## config.mk

```make
export PLATFORM = sky130hd
export DESIGN_NAME = trellisFrontEnd
export DESIGN_NICKNAME = d
export VERILOG_FILES = /design/src/source/trellisPkg.sv /design/src/source/zeroPathDelay.sv /design/src/source/rotationBank.sv /design/src/source/phaseErrorScaler.sv /design/src/source/dacChannel.sv /design/src/source/trellisFrontEnd.sv
export SDC_FILE = /design/constraint.sdc
export NUM_CORES = 1
export LEC_CHECK = 0
export BUFFER_PORTS_ARGS = -buffer_cell sky130_fd_sc_hd__buf_4
export CAP_MARGIN = 20
export CORE_AREA = 2 2 245 126
export DETAILED_ROUTE_END_ITERATION = 7
export DIE_AREA = 0 0 247 128
export PLACE_DENSITY_LB_ADDON = 0.25
export SETUP_SLACK_MARGIN = 0.15
export SYNTH_ARGS = -nofsm -noshare
export SYNTH_HDL_FRONTEND = slang
export SYNTH_HIERARCHICAL = 1
export SYNTH_SLANG_ARGS = --single-unit
```

## constraint.sdc

```tcl
create_clock -name clk -period 9.51 [get_ports clk]
set_input_delay 0 -clock clk [delete_from_list [all_inputs] [get_ports clk]]
set_output_delay 0 -clock clk [all_outputs]
set_load 0.03 [all_outputs]
```

## src/source/trellisPkg.sv

```systemverilog
/*
 * SOQPSK trellis front end shared definitions
 * sample and branch widths, zero path delay depth, phase error
 * saturation words and monitor DAC select codes
 */

package trellisPkg;

   // ---------------------------------------------------------------------
   // datapath widths
   // ---------------------------------------------------------------------
   // carrier loop and matched filter samples, signed
   localparam int sampleBits = 18;
   // one rotated branch input component
   localparam int rotBits = 10;
   // raw decoder phase error, signed
   localparam int phErrInBits = 10;
   // saturated phase error
   localparam int phErrBits = 8;
   // decoder path index
   localparam int indexBits = 2;

   // zero path delay in symbol enables, matches matched filter latency
   localparam int zeroDelay = 4;
   // 0, 90, 180, 270 degrees
   localparam int numRot = 4;

   // ---------------------------------------------------------------------
   // phase error saturation
   // ---------------------------------------------------------------------
   localparam logic [phErrBits-1:0] phErrPosSat = 8'h7f;
   localparam logic [phErrBits-1:0] phErrNegSat = 8'h81;

   // ---------------------------------------------------------------------
   // monitor DAC selects
   // ---------------------------------------------------------------------
   localparam int dacSelBits = 4;
   localparam logic [dacSelBits-1:0] dacSelI = 4'd0;
   localparam logic [dacSelBits-1:0] dacSelQ = 4'd1;
   localparam logic [dacSelBits-1:0] dacSelPhErr = 4'd2;
   localparam logic [dacSelBits-1:0] dacSelIndex = 4'd3;
   // lsb position of the index in the DAC word
   localparam int dacIndexLsb = 12;

endpackage

```

## src/source/zeroPathDelay.sv

```systemverilog
/*
 * Zero path delay line
 * delays the carrier loop I/Q by zeroDelay symbol enables so the zero
 * path lines up with the matched filter outputs, then halves it
 */

`timescale 1ns/100ps

module zeroPathDelay (
   input  logic                              clk,
   input  logic                              rstN,
   input  logic                              symEn,
   input  logic [trellisPkg::sampleBits-1:0] carrierI,
   input  logic [trellisPkg::sampleBits-1:0] carrierQ,
   output logic [trellisPkg::sampleBits-1:0] zeroI,
   output logic [trellisPkg::sampleBits-1:0] zeroQ
);
   import trellisPkg::*;

   // stage 0 takes the newest sample
   logic [sampleBits-1:0] delayI [zeroDelay];
   logic [sampleBits-1:0] delayQ [zeroDelay];

   always_ff @(posedge clk) begin
      if (!rstN) begin
         for (int i = 0; i < zeroDelay; i++) begin
            delayI[i] <= '0;
            delayQ[i] <= '0;
         end
      end else if (symEn) begin
         delayI[0] <= carrierI;
         delayQ[0] <= carrierQ;
         // shift toward the last stage
         for (int i = 1; i < zeroDelay; i++) begin
            delayI[i] <= delayI[i-1];
            delayQ[i] <= delayQ[i-1];
         end
      end
   end

   // halve with sign extension
   // stands in for doubling the minus and plus filter paths
   assign zeroI = {delayI[zeroDelay-1][sampleBits-1], delayI[zeroDelay-1][sampleBits-1:1]};
   assign zeroQ = {delayQ[zeroDelay-1][sampleBits-1], delayQ[zeroDelay-1][sampleBits-1:1]};

endmodule

```

## src/source/rotationBank.sv

```systemverilog
/*
 * Branch input rotation bank
 * truncates one complex sample to rotBits per component and forms the
 * 0, 90, 180 and 270 degree rotations, registered on the symbol enable
 */

`timescale 1ns/100ps

module rotationBank (
   input  logic                              clk,
   input  logic                              rstN,
   input  logic                              symEn,
   input  logic [trellisPkg::sampleBits-1:0] inI,
   input  logic [trellisPkg::sampleBits-1:0] inQ,
   output logic [trellisPkg::rotBits-1:0]    rotReal [trellisPkg::numRot],
   output logic [trellisPkg::rotBits-1:0]    rotImag [trellisPkg::numRot]
);
   import trellisPkg::*;

   // ---------------------------------------------------------------------
   // truncation
   // ---------------------------------------------------------------------
   logic [rotBits-1:0] truncI;
   logic [rotBits-1:0] truncQ;
   logic [rotBits-1:0] negI;
   logic [rotBits-1:0] negQ;

   // keep the top bits only
   assign truncI = inI[sampleBits-1 -: rotBits];
   assign truncQ = inQ[sampleBits-1 -: rotBits];

   // two's complement, most negative value wraps onto itself
   assign negI = -truncI;
   assign negQ = -truncQ;

   // ---------------------------------------------------------------------
   // rotations
   // ---------------------------------------------------------------------
   logic [rotBits-1:0] nextReal [numRot];
   logic [rotBits-1:0] nextImag [numRot];

   always_comb begin
      // 0 deg
      nextReal[0] = truncI;
      nextImag[0] = truncQ;
      // 90 deg
      nextReal[1] = truncQ;
      nextImag[1] = negI;
      // 180 deg
      nextReal[2] = negI;
      nextImag[2] = negQ;
      // 270 deg
      nextReal[3] = negQ;
      nextImag[3] = truncI;
   end

   // branch inputs to the decoder, held between enables
   always_ff @(posedge clk) begin
      if (!rstN) begin
         for (int r = 0; r < numRot; r++) begin
            rotReal[r] <= '0;
            rotImag[r] <= '0;
         end
      end else if (symEn) begin
         for (int r = 0; r < numRot; r++) begin
            rotReal[r] <= nextReal[r];
            rotImag[r] <= nextImag[r];
         end
      end
   end

endmodule

```

## src/source/phaseErrorScaler.sv

```systemverilog
/*
 * Phase error scaler
 * doubles the raw decoder phase error and saturates it to phErrBits
 * over two symbol enables
 */

`timescale 1ns/100ps

module phaseErrorScaler (
   input  logic                               clk,
   input  logic                               rstN,
   input  logic                               symEn,
   input  logic [trellisPkg::phErrInBits-1:0] phaseError,
   output logic [trellisPkg::phErrBits-1:0]   phErr
);
   import trellisPkg::*;

   // bits above the kept range, plus the sign
   localparam int topBits = phErrInBits - phErrBits + 2;

   logic                 sign;
   logic [topBits-1:0]   topField;
   logic [phErrBits-1:0] dataBits;
   logic                 satPos;
   logic                 satNeg;

   assign sign     = phaseError[phErrInBits-1];
   assign topField = phaseError[phErrInBits-1 -: topBits];

   // ---------------------------------------------------------------------
   // stage 1: double and flag overflow
   // ---------------------------------------------------------------------
   always_ff @(posedge clk) begin
      if (!rstN) begin
         dataBits <= '0;
         satPos   <= 1'b0;
         satNeg   <= 1'b0;
      end else if (symEn) begin
         dataBits <= {phaseError[phErrBits-2:0], 1'b0};
         // positive and top bits not all zero
         satPos   <= !sign && (topField != '0);
         // negative and top bits not all one
         satNeg   <= sign && (topField != '1);
      end
   end

   // ---------------------------------------------------------------------
   // stage 2: clamp, positive wins
   // ---------------------------------------------------------------------
   always_ff @(posedge clk) begin
      if (!rstN) begin
         phErr <= '0;
      end else if (symEn) begin
         if (satPos) begin
            phErr <= phErrPosSat;
         end else if (satNeg) begin
            phErr <= phErrNegSat;
         end else begin
            phErr <= dataBits;
         end
      end
   end

endmodule

```

## src/source/dacChannel.sv

```systemverilog
/*
 * Monitor DAC channel
 * selects carrier I, carrier Q, phase error or path index by dacSelect
 * and registers it with a symbol sync strobe
 */

`timescale 1ns/100ps

module dacChannel (
   input  logic                              clk,
   input  logic                              rstN,
   input  logic                              symEn,
   input  logic [trellisPkg::dacSelBits-1:0] dacSelect,
   input  logic [trellisPkg::sampleBits-1:0] carrierI,
   input  logic [trellisPkg::sampleBits-1:0] carrierQ,
   input  logic [trellisPkg::phErrBits-1:0]  phErr,
   input  logic [trellisPkg::indexBits-1:0]  trellisIndex,
   output logic [trellisPkg::sampleBits-1:0] dacData,
   output logic                              dacSync
);
   import trellisPkg::*;

   logic [sampleBits-1:0] phErrWord;
   logic [sampleBits-1:0] indexWord;
   logic [sampleBits-1:0] selWord;

   // phase error left justified
   assign phErrWord = {phErr, {(sampleBits-phErrBits){1'b0}}};
   // index at bits 13:12, zero above and below
   assign indexWord = {{(sampleBits-indexBits-dacIndexLsb){1'b0}}, trellisIndex,
                       {dacIndexLsb{1'b0}}};

   always_comb begin
      case (dacSelect)
         dacSelI:     selWord = carrierI;
         dacSelQ:     selWord = carrierQ;
         dacSelPhErr: selWord = phErrWord;
         dacSelIndex: selWord = indexWord;
         // unused codes show the phase error
         default:     selWord = phErrWord;
      endcase
   end

   // one clock latency, every clock
   always_ff @(posedge clk) begin
      if (!rstN) begin
         dacData <= '0;
         dacSync <= 1'b0;
      end else begin
         dacData <= selWord;
         dacSync <= symEn;
      end
   end

endmodule

```

## src/source/trellisFrontEnd.sv

```systemverilog
/*
 * SOQPSK trellis decoder front end
 * zero path delay, rotated branch inputs for the three matched filter
 * paths, phase error saturation and three monitor DAC channels
 */

`timescale 1ns/100ps

module trellisFrontEnd (
   input  logic                              clk,
   input  logic                              rstN,
   input  logic                              symEn,
   input  logic [trellisPkg::sampleBits-1:0] carrierI,
   input  logic [trellisPkg::sampleBits-1:0] carrierQ,
   input  logic [trellisPkg::sampleBits-1:0] mfmI,
   input  logic [trellisPkg::sampleBits-1:0] mfmQ,
   input  logic [trellisPkg::sampleBits-1:0] mfpI,
   input  logic [trellisPkg::sampleBits-1:0] mfpQ,
   input  logic [trellisPkg::phErrInBits-1:0] phaseError,
   input  logic [trellisPkg::indexBits-1:0]  trellisIndex,
   input  logic [trellisPkg::dacSelBits-1:0] dac0Select,
   input  logic [trellisPkg::dacSelBits-1:0] dac1Select,
   input  logic [trellisPkg::dacSelBits-1:0] dac2Select,
   output logic [trellisPkg::rotBits-1:0]    mfzReal [trellisPkg::numRot],
   output logic [trellisPkg::rotBits-1:0]    mfzImag [trellisPkg::numRot],
   output logic [trellisPkg::rotBits-1:0]    mfmReal [trellisPkg::numRot],
   output logic [trellisPkg::rotBits-1:0]    mfmImag [trellisPkg::numRot],
   output logic [trellisPkg::rotBits-1:0]    mfpReal [trellisPkg::numRot],
   output logic [trellisPkg::rotBits-1:0]    mfpImag [trellisPkg::numRot],
   output logic [trellisPkg::phErrBits-1:0]  phErr,
   output logic [trellisPkg::sampleBits-1:0] dac0Data,
   output logic [trellisPkg::sampleBits-1:0] dac1Data,
   output logic [trellisPkg::sampleBits-1:0] dac2Data,
   output logic                              dac0Sync,
   output logic                              dac1Sync,
   output logic                              dac2Sync
);
   import trellisPkg::*;

   // delayed and halved carrier, the matched filter zero output
   logic [sampleBits-1:0] zeroI;
   logic [sampleBits-1:0] zeroQ;

   // ---------------------------------------------------------------------
   // branch inputs
   // ---------------------------------------------------------------------
   zeroPathDelay u_zeroPath (
      .clk      (clk),
      .rstN     (rstN),
      .symEn    (symEn),
      .carrierI (carrierI),
      .carrierQ (carrierQ),
      .zeroI    (zeroI),
      .zeroQ    (zeroQ)
   );

   // matched filter zero
   rotationBank u_rotZero (
      .clk     (clk),
      .rstN    (rstN),
      .symEn   (symEn),
      .inI     (zeroI),
      .inQ     (zeroQ),
      .rotReal (mfzReal),
      .rotImag (mfzImag)
   );

   // matched filter minus
   rotationBank u_rotMinus (
      .clk     (clk),
      .rstN    (rstN),
      .symEn   (symEn),
      .inI     (mfmI),
      .inQ     (mfmQ),
      .rotReal (mfmReal),
      .rotImag (mfmImag)
   );

   // matched filter plus
   rotationBank u_rotPlus (
      .clk     (clk),
      .rstN    (rstN),
      .symEn   (symEn),
      .inI     (mfpI),
      .inQ     (mfpQ),
      .rotReal (mfpReal),
      .rotImag (mfpImag)
   );

   // ---------------------------------------------------------------------
   // phase error and monitor outputs
   // ---------------------------------------------------------------------
   phaseErrorScaler u_phErrScale (
      .clk        (clk),
      .rstN       (rstN),
      .symEn      (symEn),
      .phaseError (phaseError),
      .phErr      (phErr)
   );

   dacChannel u_dac0 (
      .clk (clk), .rstN (rstN), .symEn (symEn), .dacSelect (dac0Select),
      .carrierI (carrierI), .carrierQ (carrierQ), .phErr (phErr),
      .trellisIndex (trellisIndex), .dacData (dac0Data), .dacSync (dac0Sync)
   );

   dacChannel u_dac1 (
      .clk (clk), .rstN (rstN), .symEn (symEn), .dacSelect (dac1Select),
      .carrierI (carrierI), .carrierQ (carrierQ), .phErr (phErr),
      .trellisIndex (trellisIndex), .dacData (dac1Data), .dacSync (dac1Sync)
   );

   dacChannel u_dac2 (
      .clk (clk), .rstN (rstN), .symEn (symEn), .dacSelect (dac2Select),
      .carrierI (carrierI), .carrierQ (carrierQ), .phErr (phErr),
      .trellisIndex (trellisIndex), .dacData (dac2Data), .dacSync (dac2Sync)
   );

endmodule

```

==> tab_implementation.tex <==
\begin{tabular}{lr}
\hline
Metric & Value \\
\hline
\multicolumn{2}{l}{\textbf{Place}} \\
Placed Area & 14360 µm² \\
Number of port buffers & 407 \\
Dpl hpwl & 22050 µm \\
Placement-stage worst setup slack & 7046 ps \\
GP Congestion & 0.8699 \\
\multicolumn{2}{l}{\textbf{Synth}} \\
Synthesized instance count & 1141 \\
Synthesized area divided by synthesized cell count & 10.70 µm² \\
Number of nets in the synthesized netlist & approximately 1300 \\
Yosys warning count & 6 \\
Post-synthesis cell area & 12210 µm² \\
\multicolumn{2}{l}{\textbf{Pwr}} \\
Static Leakage & 7.633 nW \\
Sequential Power Share & 0.431 \\
Sw Pwr & 812.3 µW \\
Power share of the clock group & 0.373 \\
Part of the total power dissipated in combinational logic & 0.196 \\
Worst ir drop on vdd & 0.1235 mV \\
P per Cell Area & 173.2 nW/µm² \\
Internal power contribution & 2.099 mW \\
Switching fraction of total power & 0.2790 \\
\multicolumn{2}{l}{\textbf{Routing}} \\
Wire length on met1 & between 15000 and 20000 µm \\
Vias per cell & 5.007 \\
Drt total wl & $\sim$34000 µm \\
Routed Antenna Nets & 0 \\
Top Layer Used & met4 \\
Detailed-routing iteration count for the pre-antenna-repair pass & 5 \\
Total via count in the routed design & 9694 \\
Routed wl met3 & around 2200 µm \\
Routed wire length on met2 & 14810 µm \\
First DRT Iteration DRCs & roughly 760 \\
Per-cell routed wire length & approximately 18 µm \\
Post-detailed-route DRC marker count & 0 \\
\multicolumn{2}{l}{\textbf{Finish}} \\
Final Instance Area & approximately 17000 µm² \\
Count of filler cells inserted in the layout & around 2500 \\
Footprint of the flip-flops and latches & 5926 µm² \\
Antenna diodes & 0 \\
Fraction of final layout cells with drive strength greater than 1 & 0.3208 \\
Post-layout util & 0.5666 \\
Area of combinational cells with multiple inputs & 4763 µm² \\
Signed area change from the synthesized netlist to the final layout & 37.65\% \\
Final \#Nets & $\sim$1700 \\
\multicolumn{2}{l}{\textbf{Timing}} \\
Relative max-transition margin & 0.2943 \\
Max Clock Skew & 11.57 ps \\
TNS Setup & 0 ps \\
Final worst setup slack & a little over 7000 ps \\
Final Hold Slack & 142.9 ps \\
Crit path time final & 2459 ps \\
Setup Viol. Count Final & 0 \\
Fmax achieved & 406.6 MHz \\
Slew at the pin closest to its max-slew limit & 1059 ps \\
Final-report max-slew violation count & 0 \\
Post-route clock period utilization & 0.2586 \\
Final Hold Violating Endpoints & 0 \\
RSZ-0062 raised after global routing & false \\
\multicolumn{2}{l}{\textbf{Run}} \\
Max-cap check violation count & 0 \\
\multicolumn{2}{l}{\textbf{Clocking}} \\
TritonCTS clock tree & yes \\
Clock transition at the registers of the reported paths & 60 ps \\
Clock Sink Count & 260 \\
Clk root buf & sky130\_fd\_sc\_hd\_\_clkbuf\_16 \\
Number of buffers created by CTS & 25 \\
Maximum number of buffers from clock root to sink & 3 \\
Clock insertion delay at the later pin of the skew report & between 500 and 600 ps \\
Resize count post-CTS & 0 \\
H-tree levels & 1 \\
\multicolumn{2}{l}{\textbf{Critical path}} \\
Arrival time at the worst endpoint & 2510 ps \\
Required arrival time at the worst endpoint & between 9000 and 10000 ps \\
Endpoint class of the critical path & flop \\
Kind of start point of the critical path & input port \\
CP Class & input port to flop \\
CP Max Fanout & 107 \\
\multicolumn{2}{l}{\textbf{Global route}} \\
Maximum number of pins on one net before global-route repair & 108 \\
Final global-route overflow total & 0 \\
Combined global-route utilization of all metal layers & 0.2061 \\
Global-route wire length before repair & roughly 52000 µm \\
Number of global-route vias before repair & 9126 \\
Initial antenna violation count & 0 \\
\multicolumn{2}{l}{\textbf{Die}} \\
Num rows & 45 \\
IO Pins & 440 \\
Initial Utilization & 0.4116 \\
Core Footprint & 29670 µm² \\
Die Outline Area & 31620 µm² \\
Vertical die dimension & $\sim$130 µm \\
Width of the chip & 247 µm \\
\multicolumn{2}{l}{\textbf{Worst hold path}} \\
Class of the most critical hold timing path & input port to flop \\
\multicolumn{2}{l}{\textbf{Outcome}} \\
Result of the run & completed \\
\hline
\end{tabular}
==> power by group through the flow <==
stage | Combinational (mW) | Sequential (mW) | Clock (mW)
after global placement | 0.503 | 1.28 | 0
after CTS | 0.564 | 1.26 | 1.12
after detailed placement | 0.508 | 1.28 | 0
final | 0.569 | 1.26 | 1.09
after floorplan | 0.279 | 1.35 | 0
after global routing | 0.605 | 1.26 | 1.16
==> through the flow <==
| step | cells | power [mW] |
|---|---|---|
| floorplan | 1141 | 1.626 |
| global placement | 1736 | 1.782 |
| detailed placement | 1736 | 1.788 |
| CTS | 1936 | 2.939 |
| global route | 1936 | 3.030 |
| finish | 1936 | 2.912 |
==> final cells by class <==
cell class,instances,area share
clock inverter,8,0.007517
inverter,20,0.004466
sequential,260,0.3525
tap,399,0.02970
timing repair buffer,566,0.2765
clock buffer,37,0.04600
multi-input combinational,646,0.2833
==> sequential cells by signal, indices dropped and copies added (netlist names) <==
register               flops
u_phErrScale/satNeg        1
u_dac2/dacSync             1
u_rotPlus/rotReal         10
u_rotMinus/rotReal        10
u_phErrScale/phErr         8
u_phErrScale/satPos        1
u_dac1/dacSync             1
u_rotZero/rotReal         10
u_dac0/dacSync             1
u_rotZero/rotImag         28
u_dac2/dacData            18
u_dac0/dacData            18
u_zeroPath/delayI         36
u_rotMinus/rotImag        28
u_rotPlus/rotImag         28
u_phErrScale/dataBits      7
u_zeroPath/delayQ         36
u_dac1/dacData            18
==> routing by layer <==
metal | track usage | up-vias
met1 | 0.3036 | 4674
met4 | 0.04678 | 0
met3 | 0.04501 | 45
met2 | 0.3075 | 297
met5 | 0 | -
li1 | - | 4678
==> worst max-delay path, stage by stage <==
cell                            delay, ps
sky130_fd_sc_hd__dlygate4sd3_1        550
sky130_fd_sc_hd__buf_6                390
sky130_fd_sc_hd__buf_4                770
sky130_fd_sc_hd__nand2b_4             690
==> timing repair <==
| item | CTS | global route |
|---|---|---|
| buffers inserted | 0 | 0 |
| endpoints found under the hold margin | 168 | 0 |
| hold buffers | 155 | 0 |
==> path summary, 6_finish.rpt <==
check	startpoint	endpoint	slack (ps)	depth (start not counted)
max	rstN	u_zeroPath/delayQ[0][9]	7050	4
min	dac0Select[3]	u_dac0/dacData[17]	140	3
max reg2reg	u_zeroPath/delayI[3][12]	u_rotZero/rotImag[27]	7600	4
min reg2reg	u_rotZero/rotImag[29]	u_rotZero/rotImag[29]	490	2
==> placed cells by master, fill, tap and decap left out, drive strengths merged, types with 22 or more instances in the layout <==
cell type,n
and3,72
buf,411
clkbuf,37
dfxtp,188
dlygate4sd3,155
edfxtp,72
mux2i,112
nand2b,47
nand3b,30
nor2,45
nor2b,82
o21ai,22
or4,24
No activity file was read; power rests on OpenSTA's default activity.
